File: src/logic/ucodePkg.sv
package ucodePkg;

	////////////////////
	// Widths

	localparam int ApbAddrWidth = 8;
	localparam int ApbDataWidth = 32;

	typedef logic [7:0] Byte;
	typedef logic [15:0] Addr;
	typedef logic [6:0] FlowIdx;
	typedef logic [ApbAddrWidth-1:0] ApbAddr;
	typedef logic [ApbDataWidth-1:0] ApbData;

	////////////////////
	// Micro-op fields

	// Sequencer step kind, conditional kinds test the Z flag
	typedef enum logic [2:0] {op, inc, eof, incEof, incEofZ, incEofNz} SeqOp;

	typedef enum logic [3:0] {nop, setMemAddr, memWrite, loadFromMem, copyToX16,
		copyFromX16, addX16, subX16, incReg, decReg, setPc} UopAction;

	typedef enum logic [3:0] {a, b, c, h, l, hl, pc, x8, x16, none} UopOperand;

	typedef struct packed
	{
		SeqOp seq;
		UopAction action;
		UopOperand operand;
	} Uop;

	typedef enum logic [1:0] {idle, fetchAddr, fetchWait, execute} SeqState;

	////////////////////
	// Opcodes

	localparam Byte OpNop = 8'h00;
	localparam Byte OpLdAn = 8'h3E;
	localparam Byte OpLdBn = 8'h06;
	localparam Byte OpLdCn = 8'h0E;
	localparam Byte OpLdHlnn = 8'h21;
	localparam Byte OpLdHlmA = 8'h77;
	localparam Byte OpLdHliA = 8'h22;
	localparam Byte OpIncA = 8'h3C;
	localparam Byte OpIncB = 8'h04;
	localparam Byte OpIncC = 8'h0C;
	localparam Byte OpDecA = 8'h3D;
	localparam Byte OpDecB = 8'h05;
	localparam Byte OpDecC = 8'h0D;
	localparam Byte OpAddAB = 8'h80;
	localparam Byte OpSubB = 8'h90;
	localparam Byte OpJrn = 8'h18;
	localparam Byte OpJrNzn = 8'h20;
	localparam Byte OpJpnn = 8'hC3;

	// Host register offsets
	localparam ApbAddr CtrlAddr = 8'h00;
	localparam ApbAddr StartPcAddr = 8'h04;
	localparam ApbAddr StatusAddr = 8'h08;
	localparam ApbAddr RetiredAddr = 8'h0C;
	localparam ApbAddr RegAAddr = 8'h10;

endpackage
File: src/logic/gbCore.sv
`timescale 1ns/1ps

module gbCore
#(
	parameter int RetiredWidth = 16
)
(
	input  logic             clock,
	input  logic             rst,
	input  logic             psel,
	input  logic             penable,
	input  logic             pwrite,
	input  ucodePkg::ApbAddr paddr,
	input  ucodePkg::ApbData pwdata,
	output ucodePkg::ApbData prdata,
	output logic             pready,
	output logic             pslverr,
	output ucodePkg::Addr    memAddr,
	output logic             memWrite,
	output ucodePkg::Byte    memWdata,
	input  ucodePkg::Byte    memRdata
);
	import ucodePkg::*;

	// Host side
	logic run;
	logic startPcLoad;
	Addr startPc;
	logic retire;
	logic halt;
	Byte regA;

	// Sequencer to datapath
	Uop uop;
	Byte opcode;
	logic opcodeLatch;
	logic pcInc;
	logic pcLoad;
	logic zeroFlag;

	hostRegs #(.RetiredWidth(RetiredWidth)) host (.*);
	ucodeSequencer sequencer (.*);
	cpuDatapath datapath (.*);

endmodule

File: src/logic/hostRegs.sv
`timescale 1ns/1ps

module hostRegs
#(
	parameter int RetiredWidth = 16
)
(
	input  logic             clock,
	input  logic             rst,
	input  logic             psel,
	input  logic             penable,
	input  logic             pwrite,
	input  ucodePkg::ApbAddr paddr,
	input  ucodePkg::ApbData pwdata,
	output ucodePkg::ApbData prdata,
	output logic             pready,
	output logic             pslverr,
	input  logic             retire,
	input  logic             halt,
	input  ucodePkg::Byte    regA,
	output logic             run,
	output logic             startPcLoad,
	output ucodePkg::Addr    startPc
);
	import ucodePkg::*;

	logic access;
	logic mapped;
	logic wrCtrl;
	logic wrStartPc;
	logic halted;
	logic badOpcode;
	logic [RetiredWidth-1:0] retired;

	// No wait states
	assign access = psel && penable;
	assign pready = access;
	assign pslverr = access && !mapped;
	assign wrCtrl = access && pwrite && (paddr == CtrlAddr);
	assign wrStartPc = access && pwrite && (paddr == StartPcAddr);

	// Read mux and address decode
	always_comb
	begin
		mapped = 1'b1;
		case (paddr)
			CtrlAddr:    prdata = ApbData'(run);
			StartPcAddr: prdata = ApbData'(startPc);
			StatusAddr:  prdata = ApbData'({badOpcode, halted});
			RetiredAddr: prdata = ApbData'(retired);
			RegAAddr:    prdata = ApbData'(regA);
			default:
			begin
				mapped = 1'b0;
				prdata = '0;
			end
		endcase
	end

	always_ff @(posedge clock)
	begin
		if (rst)
		begin
			run <= 1'b0;
			halted <= 1'b0;
			badOpcode <= 1'b0;
			startPcLoad <= 1'b0;
			retired <= '0;
		end
		else
		begin
			startPcLoad <= wrStartPc;
			if (wrCtrl)
			begin
				run <= pwdata[0];
				halted <= 1'b0;
				badOpcode <= 1'b0;
			end
			// Halt wins over a host write
			if (halt)
			begin
				run <= 1'b0;
				halted <= 1'b1;
				badOpcode <= 1'b1;
			end
			// New program restarts the count
			if (wrStartPc)
				retired <= '0;
			else if (retire)
				retired <= retired + 1'b1;
		end
	end

	always_ff @(posedge clock)
	begin
		if (wrStartPc)
			startPc <= pwdata[15:0];
	end

endmodule

File: src/logic/cpuDatapath.sv
`timescale 1ns/1ps

module cpuDatapath
(
	input  logic          clock,
	input  logic          rst,
	input  ucodePkg::Uop  uop,
	input  logic          opcodeLatch,
	input  logic          pcInc,
	input  logic          pcLoad,
	input  ucodePkg::Addr startPc,
	input  ucodePkg::Byte memRdata,
	output ucodePkg::Addr memAddr,
	output logic          memWrite,
	output ucodePkg::Byte memWdata,
	output ucodePkg::Byte opcode,
	output logic          zeroFlag,
	output ucodePkg::Byte regA
);
	import ucodePkg::*;

	Byte regB;
	Byte regC;
	Byte regH;
	Byte regL;
	Byte scratch8;
	Addr scratch16;
	Addr pcReg;
	Addr addrReg;
	Byte opcodeReg;
	logic carryFlag;
	Addr opVal;
	Addr incDecVal;
	Addr wrVal;
	logic wrEn;
	logic isByteOperand;
	logic [8:0] aluSum;
	logic [8:0] aluDiff;

	// Operand read, x8 is always sign extended
	always_comb
	begin
		case (uop.operand)
			a:       opVal = {8'h00, regA};
			b:       opVal = {8'h00, regB};
			c:       opVal = {8'h00, regC};
			h:       opVal = {8'h00, regH};
			l:       opVal = {8'h00, regL};
			hl:      opVal = {regH, regL};
			pc:      opVal = pcReg;
			x8:      opVal = {{8{scratch8[7]}}, scratch8};
			x16:     opVal = scratch16;
			default: opVal = '0;
		endcase
	end

	assign isByteOperand = uop.operand inside {a, b, c, h, l};
	assign incDecVal = (uop.action == decReg) ? opVal - 16'd1 : opVal + 16'd1;
	assign aluSum = {1'b0, scratch16[7:0]} + {1'b0, opVal[7:0]};
	assign aluDiff = {1'b0, scratch16[7:0]} - {1'b0, opVal[7:0]};

	// Memory port, address follows setMemAddr in the same cycle
	assign memAddr = (uop.action == setMemAddr) ? opVal : addrReg;
	assign memWrite = (uop.action == ucodePkg::memWrite);
	assign memWdata = opVal[7:0];
	assign opcode = opcodeLatch ? memRdata : opcodeReg;

	always_comb
	begin
		wrEn = 1'b1;
		case (uop.action)
			loadFromMem:    wrVal = {8'h00, memRdata};
			copyFromX16:    wrVal = scratch16;
			incReg, decReg: wrVal = incDecVal;
			default:
			begin
				wrEn = 1'b0;
				wrVal = opVal;
			end
		endcase
	end

	////////////////////
	// Register file

	always_ff @(posedge clock)
	begin
		if (wrEn)
		begin
			case (uop.operand)
				a:   regA <= wrVal[7:0];
				b:   regB <= wrVal[7:0];
				c:   regC <= wrVal[7:0];
				h:   regH <= wrVal[7:0];
				l:   regL <= wrVal[7:0];
				hl:
				begin
					regH <= wrVal[15:8];
					regL <= wrVal[7:0];
				end
				x8:  scratch8 <= wrVal[7:0];
				x16: scratch16 <= wrVal;
				default: ;
			endcase
		end
		case (uop.action)
			copyToX16: scratch16 <= opVal;
			addX16:    scratch16 <= (uop.operand == x8) ? scratch16 + opVal
				: {8'h00, aluSum[7:0]};
			subX16:    scratch16 <= {8'h00, aluDiff[7:0]};
			default: ;
		endcase
		if (opcodeLatch)
			opcodeReg <= memRdata;
	end

	////////////////////
	// PC, address and flags

	always_ff @(posedge clock)
	begin
		if (rst)
		begin
			pcReg <= '0;
			addrReg <= '0;
			zeroFlag <= 1'b0;
			carryFlag <= 1'b0;
		end
		else
		begin
			if (pcLoad)
				pcReg <= startPc;
			else if (uop.action == setPc)
				pcReg <= opVal;
			else if (pcInc)
				pcReg <= pcReg + 16'd1;
			if (uop.action == setMemAddr)
				addrReg <= opVal;
			// 16-bit updates leave the flags alone
			if (isByteOperand)
			begin
				case (uop.action)
					incReg, decReg:
						zeroFlag <= (incDecVal[7:0] == 8'h00);
					addX16:
					begin
						zeroFlag <= (aluSum[7:0] == 8'h00);
						carryFlag <= aluSum[8];
					end
					subX16:
					begin
						zeroFlag <= (aluDiff[7:0] == 8'h00);
						carryFlag <= aluDiff[8];  // Borrow
					end
					default: ;
				endcase
			end
		end
	end

endmodule

File: src/logic/ucodeSequencer.sv
`timescale 1ns/1ps

module ucodeSequencer
(
	input  logic          clock,
	input  logic          rst,
	input  logic          run,
	input  logic          startPcLoad,
	input  logic          zeroFlag,
	input  ucodePkg::Byte opcode,
	output ucodePkg::Uop  uop,
	output logic          opcodeLatch,
	output logic          pcInc,
	output logic          pcLoad,
	output logic          retire,
	output logic          halt
);
	import ucodePkg::*;

	SeqState state;
	FlowIdx idx;
	FlowIdx flowStart;
	logic known;
	Uop romUop;
	logic endCond;
	logic endFlow;

	opcodeLut lut (.opcode(opcode), .flowStart(flowStart), .known(known));
	ucodeRom rom (.idx(idx), .uop(romUop));

	// Does the current row close its flow
	always_comb
	begin
		case (romUop.seq)
			eof, incEof: endCond = 1'b1;
			incEofZ:     endCond = zeroFlag;
			incEofNz:    endCond = !zeroFlag;
			default:     endCond = 1'b0;
		endcase
	end

	assign endFlow = (state == execute) && endCond;
	assign retire = endFlow;
	assign opcodeLatch = (state == fetchWait);
	assign halt = (state == fetchWait) && !known;
	assign pcLoad = startPcLoad && (state == idle);

	// Opcode byte is skipped during fetchAddr
	assign pcInc = (state == fetchAddr) ||
		((state == execute) && romUop.seq != op && romUop.seq != eof);

	always_comb
	begin
		case (state)
			fetchAddr: uop = '{op, setMemAddr, pc};
			execute:   uop = romUop;
			default:   uop = '{op, nop, none};
		endcase
	end

	////////////////////
	// State machine

	always_ff @(posedge clock)
	begin
		if (rst)
		begin
			state <= idle;
			idx <= '0;
		end
		else
		begin
			case (state)
				idle:
					if (run)
						state <= fetchAddr;
				fetchAddr:
					state <= fetchWait;
				fetchWait:
				begin
					idx <= flowStart;
					state <= known ? execute : idle;
				end
				default:
				begin
					if (endCond)
						state <= run ? fetchAddr : idle;
					else
						idx <= idx + FlowIdx'(1);
				end
			endcase
		end
	end

endmodule

File: src/logic/ucodeRom.sv
`timescale 1ns/1ps

module ucodeRom
(
	input  ucodePkg::FlowIdx idx,
	output ucodePkg::Uop     uop
);
	import ucodePkg::*;

	// PC already points past the opcode when a flow starts
	always_comb
	begin
		case (idx)
		//NOP
			0:  uop = '{eof,      nop,         none};
		//LD A,n
			1:  uop = '{op,       setMemAddr,  pc};
			2:  uop = '{incEof,   loadFromMem, a};
		//LD B,n
			3:  uop = '{op,       setMemAddr,  pc};
			4:  uop = '{incEof,   loadFromMem, b};
		//LD C,n
			5:  uop = '{op,       setMemAddr,  pc};
			6:  uop = '{incEof,   loadFromMem, c};
		//LD HL,nn
			7:  uop = '{inc,      setMemAddr,  pc};
			8:  uop = '{op,       loadFromMem, l};
			9:  uop = '{inc,      setMemAddr,  pc};
			10: uop = '{eof,      loadFromMem, h};
		//LD (HL),A
			11: uop = '{op,       setMemAddr,  hl};
			12: uop = '{eof,      memWrite,    a};
		//LD (HL+),A
			13: uop = '{op,       setMemAddr,  hl};
			14: uop = '{op,       memWrite,    a};
			15: uop = '{eof,      incReg,      hl};
		//INC r
			16: uop = '{eof,      incReg,      a};
			17: uop = '{eof,      incReg,      b};
			18: uop = '{eof,      incReg,      c};
		//DEC r
			19: uop = '{eof,      decReg,      a};
			20: uop = '{eof,      decReg,      b};
			21: uop = '{eof,      decReg,      c};
		//ADD A,B
			22: uop = '{op,       copyToX16,   a};
			23: uop = '{op,       addX16,      b};
			24: uop = '{eof,      copyFromX16, a};
		//SUB B
			25: uop = '{op,       copyToX16,   a};
			26: uop = '{op,       subX16,      b};
			27: uop = '{eof,      copyFromX16, a};
		//JR n
			28: uop = '{op,       setMemAddr,  pc};
			29: uop = '{inc,      loadFromMem, x8};
			30: uop = '{op,       copyToX16,   pc};
			31: uop = '{op,       addX16,      x8};  // x16 = pc + signed offset
			32: uop = '{eof,      setPc,       x16};
		//JR NZ,n
			33: uop = '{op,       setMemAddr,  pc};
			34: uop = '{incEofZ,  loadFromMem, x8};  // Z set, fall through
			35: uop = '{op,       copyToX16,   pc};
			36: uop = '{op,       addX16,      x8};
			37: uop = '{eof,      setPc,       x16};
		//JP nn
			38: uop = '{op,       copyToX16,   hl};  // HL is borrowed for the target
			39: uop = '{inc,      setMemAddr,  pc};
			40: uop = '{op,       loadFromMem, l};
			41: uop = '{op,       setMemAddr,  pc};
			42: uop = '{op,       loadFromMem, h};
			43: uop = '{op,       setPc,       hl};
			44: uop = '{eof,      copyFromX16, hl};
			default:
				uop = '{op, nop, none};
		endcase
	end

endmodule

File: src/logic/opcodeLut.sv
`timescale 1ns/1ps

module opcodeLut
(
	input  ucodePkg::Byte    opcode,
	output ucodePkg::FlowIdx flowStart,
	output logic             known
);
	import ucodePkg::*;

	// First ROM row of each flow
	always_comb
	begin
		known = 1'b1;
		case (opcode)
			OpNop:    flowStart = 7'd0;
			OpLdAn:   flowStart = 7'd1;
			OpLdBn:   flowStart = 7'd3;
			OpLdCn:   flowStart = 7'd5;
			OpLdHlnn: flowStart = 7'd7;
			OpLdHlmA: flowStart = 7'd11;
			OpLdHliA: flowStart = 7'd13;
			OpIncA:   flowStart = 7'd16;
			OpIncB:   flowStart = 7'd17;
			OpIncC:   flowStart = 7'd18;
			OpDecA:   flowStart = 7'd19;
			OpDecB:   flowStart = 7'd20;
			OpDecC:   flowStart = 7'd21;
			OpAddAB:  flowStart = 7'd22;
			OpSubB:   flowStart = 7'd25;
			OpJrn:    flowStart = 7'd28;
			OpJrNzn:  flowStart = 7'd33;
			OpJpnn:   flowStart = 7'd38;
			default:
			begin
				// Not in the table, the sequencer halts
				known = 1'b0;
				flowStart = 7'd0;
			end
		endcase
	end

endmodule

File: config.mk
export PLATFORM = sky130hd
export DESIGN_NAME = gbCore
export DESIGN_NICKNAME = d
export VERILOG_FILES = /design/src/logic/ucodePkg.sv /design/src/logic/gbCore.sv /design/src/logic/hostRegs.sv /design/src/logic/cpuDatapath.sv /design/src/logic/ucodeSequencer.sv /design/src/logic/ucodeRom.sv /design/src/logic/opcodeLut.sv
export SDC_FILE = /design/constraint.sdc
export NUM_CORES = 1
export LEC_CHECK = 0
export BUFFER_PORTS_ARGS = -buffer_cell sky130_fd_sc_hd__buf_2
export CAP_MARGIN = 5
export CORE_UTILIZATION = 40
export DETAILED_ROUTE_END_ITERATION = 6
export SLEW_MARGIN = 0
export SYNTH_ARGS = -nofsm -noshare
export SYNTH_HDL_FRONTEND = slang
export SYNTH_SLANG_ARGS = --single-unit
File: constraint.sdc
create_clock -name clock -period 5.3 [get_ports clock]
set_clock_uncertainty 0.05 [all_clocks]
set_input_delay 0.53 -clock clock [delete_from_list [all_inputs] [get_ports clock]]
set_output_delay 0.53 -clock clock [all_outputs]
set_load 0.005 [all_outputs]
# [Word-level counts from Yosys, hierarchy flattened]
# Memory sizes are Yosys's and may differ from the RTL's. A register that Yosys moved wholly into a read port is not among the register bits.
# Cells that the tools add are included.
[word_totals] reg_bits=149 mem_bits_ro=704 input_bits=53 output_inout_bits=59 wordCells=159 mem_count=1
[mem_list] memory="(name not given)" depth=64 width=11 rd=1 rd_ports_with_merged_regs=1 wr=0 line="ucodeRom.sv:13" source="case (idx)"
[op_classes] addsub=8 n_eq_ne=49 muxes=33 bitwise=1 n_reduce_logical=49
[ops] op="$pmux W16 S9" count=1
[ops] op="$mux W16" count=8
[ops] op="$pmux W6 S17" count=1
[ops] op="$pmux W16 S3" count=2
[ops] op="$pmux W16 S5" count=1
[ops] op="$add A16 B1 Y16 const B" count=3
[ops] op="$eq A8 B6 Y1 const B" count=6
[ops] op="$eq A8 B4 Y1 const B" count=5
[ops] op="$logic_not A8 Y1" count=5
[ops] op="$eq A4 B3 Y1 const B" count=8
[ops] op="$eq A8 B3 Y1 const B" count=4
[ops] op="$pmux W8 S2" count=2
[ops] op="$eq A8 B8 Y1 const B" count=3
[ops] op="$reduce_and A2 Y1" count=10
[ops] op="$reduce_or A18 Y1" count=1
[ops] op="$add A16 B16 Y16" count=1
[ops] op="$eq A4 B2 Y1 const B" count=4
[ops] op="$eq A4 B4 Y1 const B" count=4
[ops] op="$eq A8 B5 Y1 const B" count=2
[ops] op="$sub A16 B1 Y16 const B" count=1
[ops] op="$pmux W7 S2" count=1
[ops] op="$mux W6" count=2
[ops] op="$reduce_bool A4 Y1" count=3
[ops] op="$reduce_or A2 Y1" count=6
[ops] op="30 further kinds" count=56

# [Longest topological paths before layout]
[logic_depth] depth_word=10 ltp_mapped=20 ltp_nobuf=18

# [Cells and area by module]
# Synthesis repeated with hierarchy kept, for this count alone.
[hier_totals] cells_unflattened=1262 area_unflattened_um2=11115.7
[by_module_without_submodules] mod="cpuDatapath" n_inst=1 cells_per_inst=788 area_per_inst_um2=7278.2 seq_area_each_um2=2742.6
[by_module_without_submodules] mod="hostRegs" n_inst=1 cells_per_inst=176 area_per_inst_um2=1770.4 seq_area_each_um2=860.8
[by_module_without_submodules] mod="ucodeRom" n_inst=1 cells_per_inst=128 area_per_inst_um2=817.0 seq_area_each_um2=0.0
[by_module_without_submodules] mod="ucodeSequencer" n_inst=1 cells_per_inst=95 area_per_inst_um2=718.2 seq_area_each_um2=180.2
[by_module_without_submodules] mod="opcodeLut" n_inst=1 cells_per_inst=75 area_per_inst_um2=531.8 seq_area_each_um2=0.0

# [Least setup slack after synthesis]
# OpenSTA, ideal clock, no wires.
[synth_path] path_type="register to register" from="register (tool-made name)" to="register datapath.scratch16[15], data pin" setup_ns=0.262 arrival_ns=4.250 required_time_ns=4.988 path_slack_ns=0.739 path_stages_with_launch=20 n_path_buf=3 cell_sequence="dfxtp_1 > clkbuf_1 > nor4bb_1 > nor2_1 > nor2_1 > clkbuf_1 > a221oi_1 > nand3_1 > inv_1 > ha_1 > clkbuf_1 > a221oi_1 > o41ai_1 > o311ai_0 > o41a_1 > a21o_1 > a21oi_1 > xnor2_1 > a221oi_1 > nor2_1"
[synth_rtl] item="end signal: assignment" line="cpuDatapath.sv:102" source="x16: scratch16 <= wrVal;"
[synth_rtl] item="end signal: assignment" line="cpuDatapath.sv:107" source="copyToX16: scratch16 <= opVal;"
[synth_rtl] item="end signal: assignment" line="cpuDatapath.sv:108" source="addX16: scratch16 <= (uop.operand == x8) ? scratch16 + opVal"
[synth_rtl] item="end: declaration" line="cpuDatapath.sv:27" source="Addr scratch16;"

# [Final worst setup path]
[layout_path] from="register sequencer.state[0]" to="register datapath.scratch16[14], data pin"
[layout_between] elab_chain_len=10 elab_cells_between_ends=30
[layout_rtl] item="start: declaration" line="ucodeSequencer.sv:20" source="SeqState state;"
[layout_rtl] item="start signal: assignment" line="ucodeSequencer.sv:68" source="state <= idle;"
[layout_rtl] item="start signal: assignment" line="ucodeSequencer.sv:76" source="state <= fetchAddr;"
[layout_rtl] item="start signal: assignment" line="ucodeSequencer.sv:78" source="state <= fetchWait;"
[layout_rtl] item="$eq A2 B2 Y1 / $eq A2 B1 Y1 (equally long branches)" line="ucodeSequencer.sv:54" source="case (state)"
[layout_rtl] item="$pmux W8 S2 (*)" line="ucodeSequencer.sv:54"
[layout_rtl] item="$eq A4 B4 Y1, or another cell as far along" line="cpuDatapath.sv:43" source="case (uop.operand)"
[layout_rtl] item="$pmux W16 S9" line="cpuDatapath.sv:43"
[layout_rtl] item="$add A16 B1 Y16 / $sub A16 B1 Y16 (equally long branches)" line="cpuDatapath.sv:58" source="assign incDecVal = (uop.action == decReg) ? opVal - 16'd1 : opVal + 16'd1;"
[layout_rtl] item="$mux W16" line="cpuDatapath.sv:58"
[layout_rtl] item="$pmux W16 S3" line="cpuDatapath.sv:71" source="case (uop.action)"
[layout_rtl] item="$mux W16" line="cpuDatapath.sv:90" source="case (uop.operand)"
[layout_rtl] item="$mux W16" line="cpuDatapath.sv:88" source="if (wrEn)"
[layout_rtl] item="$pmux W16 S3 (*)" line="cpuDatapath.sv:106" source="case (uop.action)"
[layout_rtl] item="end signal: assignment" line="cpuDatapath.sv:107"
[layout_rtl] item="end signal: assignment" line="cpuDatapath.sv:108"
[layout_rtl] item="end signal: assignment" line="cpuDatapath.sv:110" source="subX16: scratch16 <= {8'h00, aluDiff[7:0]};"
# Every way passes the cells marked *; elsewhere a longest branch is shown, timed or not. The select of a mux whose other input is x is not followed.
# A chain may end at the register's enable or synchronous reset.

==> results.json <==
{
  "status": "finished clean",
  "vias": 10100,
  "worstHoldPathCells": 1,
  "layout.nets": 1464,
  "drt_iter0_drc": 880,
  "hold_start": "pwdata[10]",
  "clock_latency_ps": 440,
  "power.switching_mw": 0.704,
  "reg2reg_depth": 17,
  "overflow": 0,
  "slowest_stage": "dfxtp_1",
  "critPathKind": "flop to flop",
  "ys_types": 89,
  "max_stage_delay_ps": 510,
  "drt_wl_total_um": 34100,
  "path_cells": "or3b_1, and3_1, a22o_1, a221oi_1, nand3_1, buf_4, ha_1, nor2b_1, o21a_1, o21ai_0, a21o_1, a21oi_1, o31a_1, or3_1, a31oi_1, o22ai_1, a21o_1",
  "die-height_um": 167,
  "synthFlopType": "edfxtp_1",
  "cts_tree": "built",
  "hold_end": "host.startPc[10]$_DFFE_PP_",
  "seq_power_share_pct": 48.7,
  "drv_cap": 0,
  "peakVddDrop_uv": 178,
  "synth-edff-count": 80,
  "antenna_found_initial": 0,
  "r2r_end": "datapath.scratch16[14]$_DFFE_PP_",
  "fin_crit_sh_pct": 95.3,
  "cpMostUsedCell": "a21o_1",
  "synthCells": 1274,
  "wl_per_cell_um": 19.9,
  "grt_pass1_vias": 9589,
  "combPwrFrac_pct": 4.4,
  "switching_share_pct": 26.2,
  "hold_viol": 0,
  "die_w_um": 167,
  "area_growth_pct": 13.7,
  "drive_gt1_share_pct": 14.3,
  "cts.sink_count": 160,
  "async_reset_ff_share_pct": 0,
  "grt_start_max_net_pins": 30,
  "fill_cells": 2644,
  "crit_path_start_kind": "flop",
  "clk_path_buf_depth": 2,
  "pwr-share-clk_pct": 46.9,
  "postRouteAntennaNets": 0,
  "start_util_pct": 40.6,
  "timing.hold.ws_ps": 209,
  "avgViaCountPerCell": 5.90,
  "grtUsageTotal_pct": 24.2,
  "p_leak_nw": 4.95,
  "cts_buffers": 17,
  "crit_arrival_ps": 5200,
  "reg2reg_from": "sequencer.state[0]$_SDFFE_PP0P_",
  "fp.coreArea_mm2": 0.0268,
  "root_buffer": "clkbuf_16",
  "ys_seq_area_share_pct": 36.8,
  "holdCritPathClass": "primary input to flop",
  "tightestPinTransition_ps": 1080,
  "critPathRequiredTime_ps": 5450,
  "dp.final_hpwl_um": 26200,
  "port_buffers": 79,
  "synth_area_mm2": 0.0109,
  "tns_ps": 0,
  "finalMaxSlewViolations": 0,
  "fin_crit_ps": 5050,
  "worstPathMaxFanout": 10,
  "avgSynthCellArea_um2": 8.55,
  "rsz0062_at_grt": "no",
  "layout_commonest_cell": "nand2_1",
  "setup_viol": 0,
  "num_io_pins": 112,
  "diodes": 0,
  "synth.ff_latch_count": 160,
  "power.density_mw_per_mm2": 217,
  "rows": 60,
  "yosysWarnings": 0,
  "rrSetupSlack_ps": 250,
  "drc": 0,
  "htree_levels": 4,
  "timing.slew.headroom_pct": 27.5,
  "fmax_ghz": 0.198,
  "place.gp.congestion": 0.940,
  "intPower_mw": 1.98,
  "die_area_mm2": 0.0279,
  "cp-end-kind": "flop",
  "clk_pin_slew_ps": 80,
  "layout_common_cells": "157 x nand2_1, 120 x nor2_1, 84 x a21oi_1",
  "grt_pass1_wl_um": 52400,
  "drt_pass1_iterations": 6
}
[Yosys cell counts (9+ instances only)]
cell / n / area (um^2)
a22oi_1: 32 / 240
a21o_1: 10 / 75.1
dfxtp_1: 80 / 1600
nor4_1: 9 / 56.3
nand2_1: 157 / 589
a221oi_1: 15 / 131
nor3_1: 29 / 145
inv_1: 46 / 173
a211oi_1: 9 / 67.6
mux2i_1: 30 / 300
edfxtp_1: 80 / 2400
or3_1: 13 / 81.3
buf_4: 18 / 135
nand4_1: 15 / 93.8
o21ai_0: 81 / 405
nand2b_1: 16 / 100
a31oi_1: 13 / 81.3
ha_1: 49 / 613
o211ai_1: 10 / 75.1
xor2_1: 27 / 236
and3_1: 19 / 119
nor2_1: 121 / 454
nand3_1: 36 / 180
a21oi_1: 84 / 420
clkbuf_1: 44 / 165
and2_1: 27 / 169
buf_2: 12 / 60.1
xnor2_1: 27 / 236
[worst max path at each step]
stage	start	endpoint	slack, ps	cells past startpoint
after global placement	sequencer.idx[6]$_SDFFE_PP0P_	datapath.scratch16[15]$_DFFE_PP_	360	18
final	sequencer.state[0]$_SDFFE_PP0P_	datapath.scratch16[14]$_DFFE_PP_	250	17
after CTS	sequencer.idx[6]$_SDFFE_PP0P_	datapath.scratch16[15]$_DFFE_PP_	270	18
after detailed placement	sequencer.idx[6]$_SDFFE_PP0P_	datapath.scratch16[15]$_DFFE_PP_	290	18
after global routing	flop	datapath.scratch16[15]$_DFFE_PP_	60	20
after floorplan	flop	datapath.scratch16[15]$_DFFE_PP_	740	19
[cell families after synthesis]
family          count (synthesis)  share of synthesized area [%]
other cells                     1                         0.0344
simple gates                  491                           22.1
xor+xnor                       54                           4.34
mux                            37                           3.48
compound gates                356                           22.1
flops                         160                           36.8
buf+inv                       123                           5.00
fa+ha+maj                      52                           6.18
[stage by stage]
step	std cells	util [%]	total power, mW	cell area (um^2)	setup slack, ps
after global routing	1713	46.2	2.77	12400	64.6
after floorplan	1289	-	1.42	10900	739
after detailed placement	1681	43.9	1.46	11800	291
after CTS	1713	46.2	2.71	12400	273
final	1713	46.2	2.69	12400	249
after global placement	1681	43.9	1.45	11800	358
[sequential cells by signal, summed over array words and instances, names as in the netlist, named ones only]
signal	count
host.run	1
datapath.regB	8
datapath.regH	8
host.startPcLoad	1
host.halted	1
datapath.opcodeReg	8
datapath.pcReg	16
datapath.scratch16	16
datapath.regA	8
host.startPc	16
datapath.zeroFlag	1
host.retired	16
datapath.addrReg	16
sequencer.state	2
sequencer.idx	7
datapath.scratch8	8
datapath.regL	8
datapath.regC	8
[critical path, delay by kind of cell, from the launching register on]
family | cells | cell delay (ps)
buffers and inverters | 1 | 260
AND/OR/NAND/NOR | 5 | 1470
adder cells (fa/ha/maj) | 1 | 360
AO/OA/AOI/OAI | 10 | 2150
flip-flops | 1 | 510
[final cells by class]
cell class | count | area, um^2 | share of cell area [%]
clock buffers | 17 | 425 | 3.44
clock inverters | 15 | 185 | 1.50
inverters | 48 | 180 | 1.46
multi-input cells | 1006 | 6410 | 51.8
flip-flops and latches | 160 | 4000 | 32.3
well taps | 341 | 427 | 3.45
repair buffers | 126 | 748 | 6.04
[per-layer routing]
layer	global-route usage, %	wire [um]	vias up
met5	0	0	-
met4	10.6	1240	0
met3	3.18	1900	70
met2	41.5	16600	379
met1	30.2	14300	4801
li1	-	-	4861
[power by group through the flow]
stage,clock network [mW],registers (mW),logic (mW)
final,1.26,1.31,0.119
after floorplan,0,1.33,0.0838
after detailed placement,0,1.34,0.117
after global placement,0,1.34,0.116
after CTS,1.28,1.31,0.117
after global routing,1.33,1.31,0.130
[timing repair]
| action | in CTS | in global routing |
|---|---|---|
| buffers inserted | 0 | 0 |
| endpoints found under the setup margin | 0 | 2 |
| resized for setup | 0 | 3 |
| hold buffers | 0 | 0 |
(Power assumes the default switching activity.)
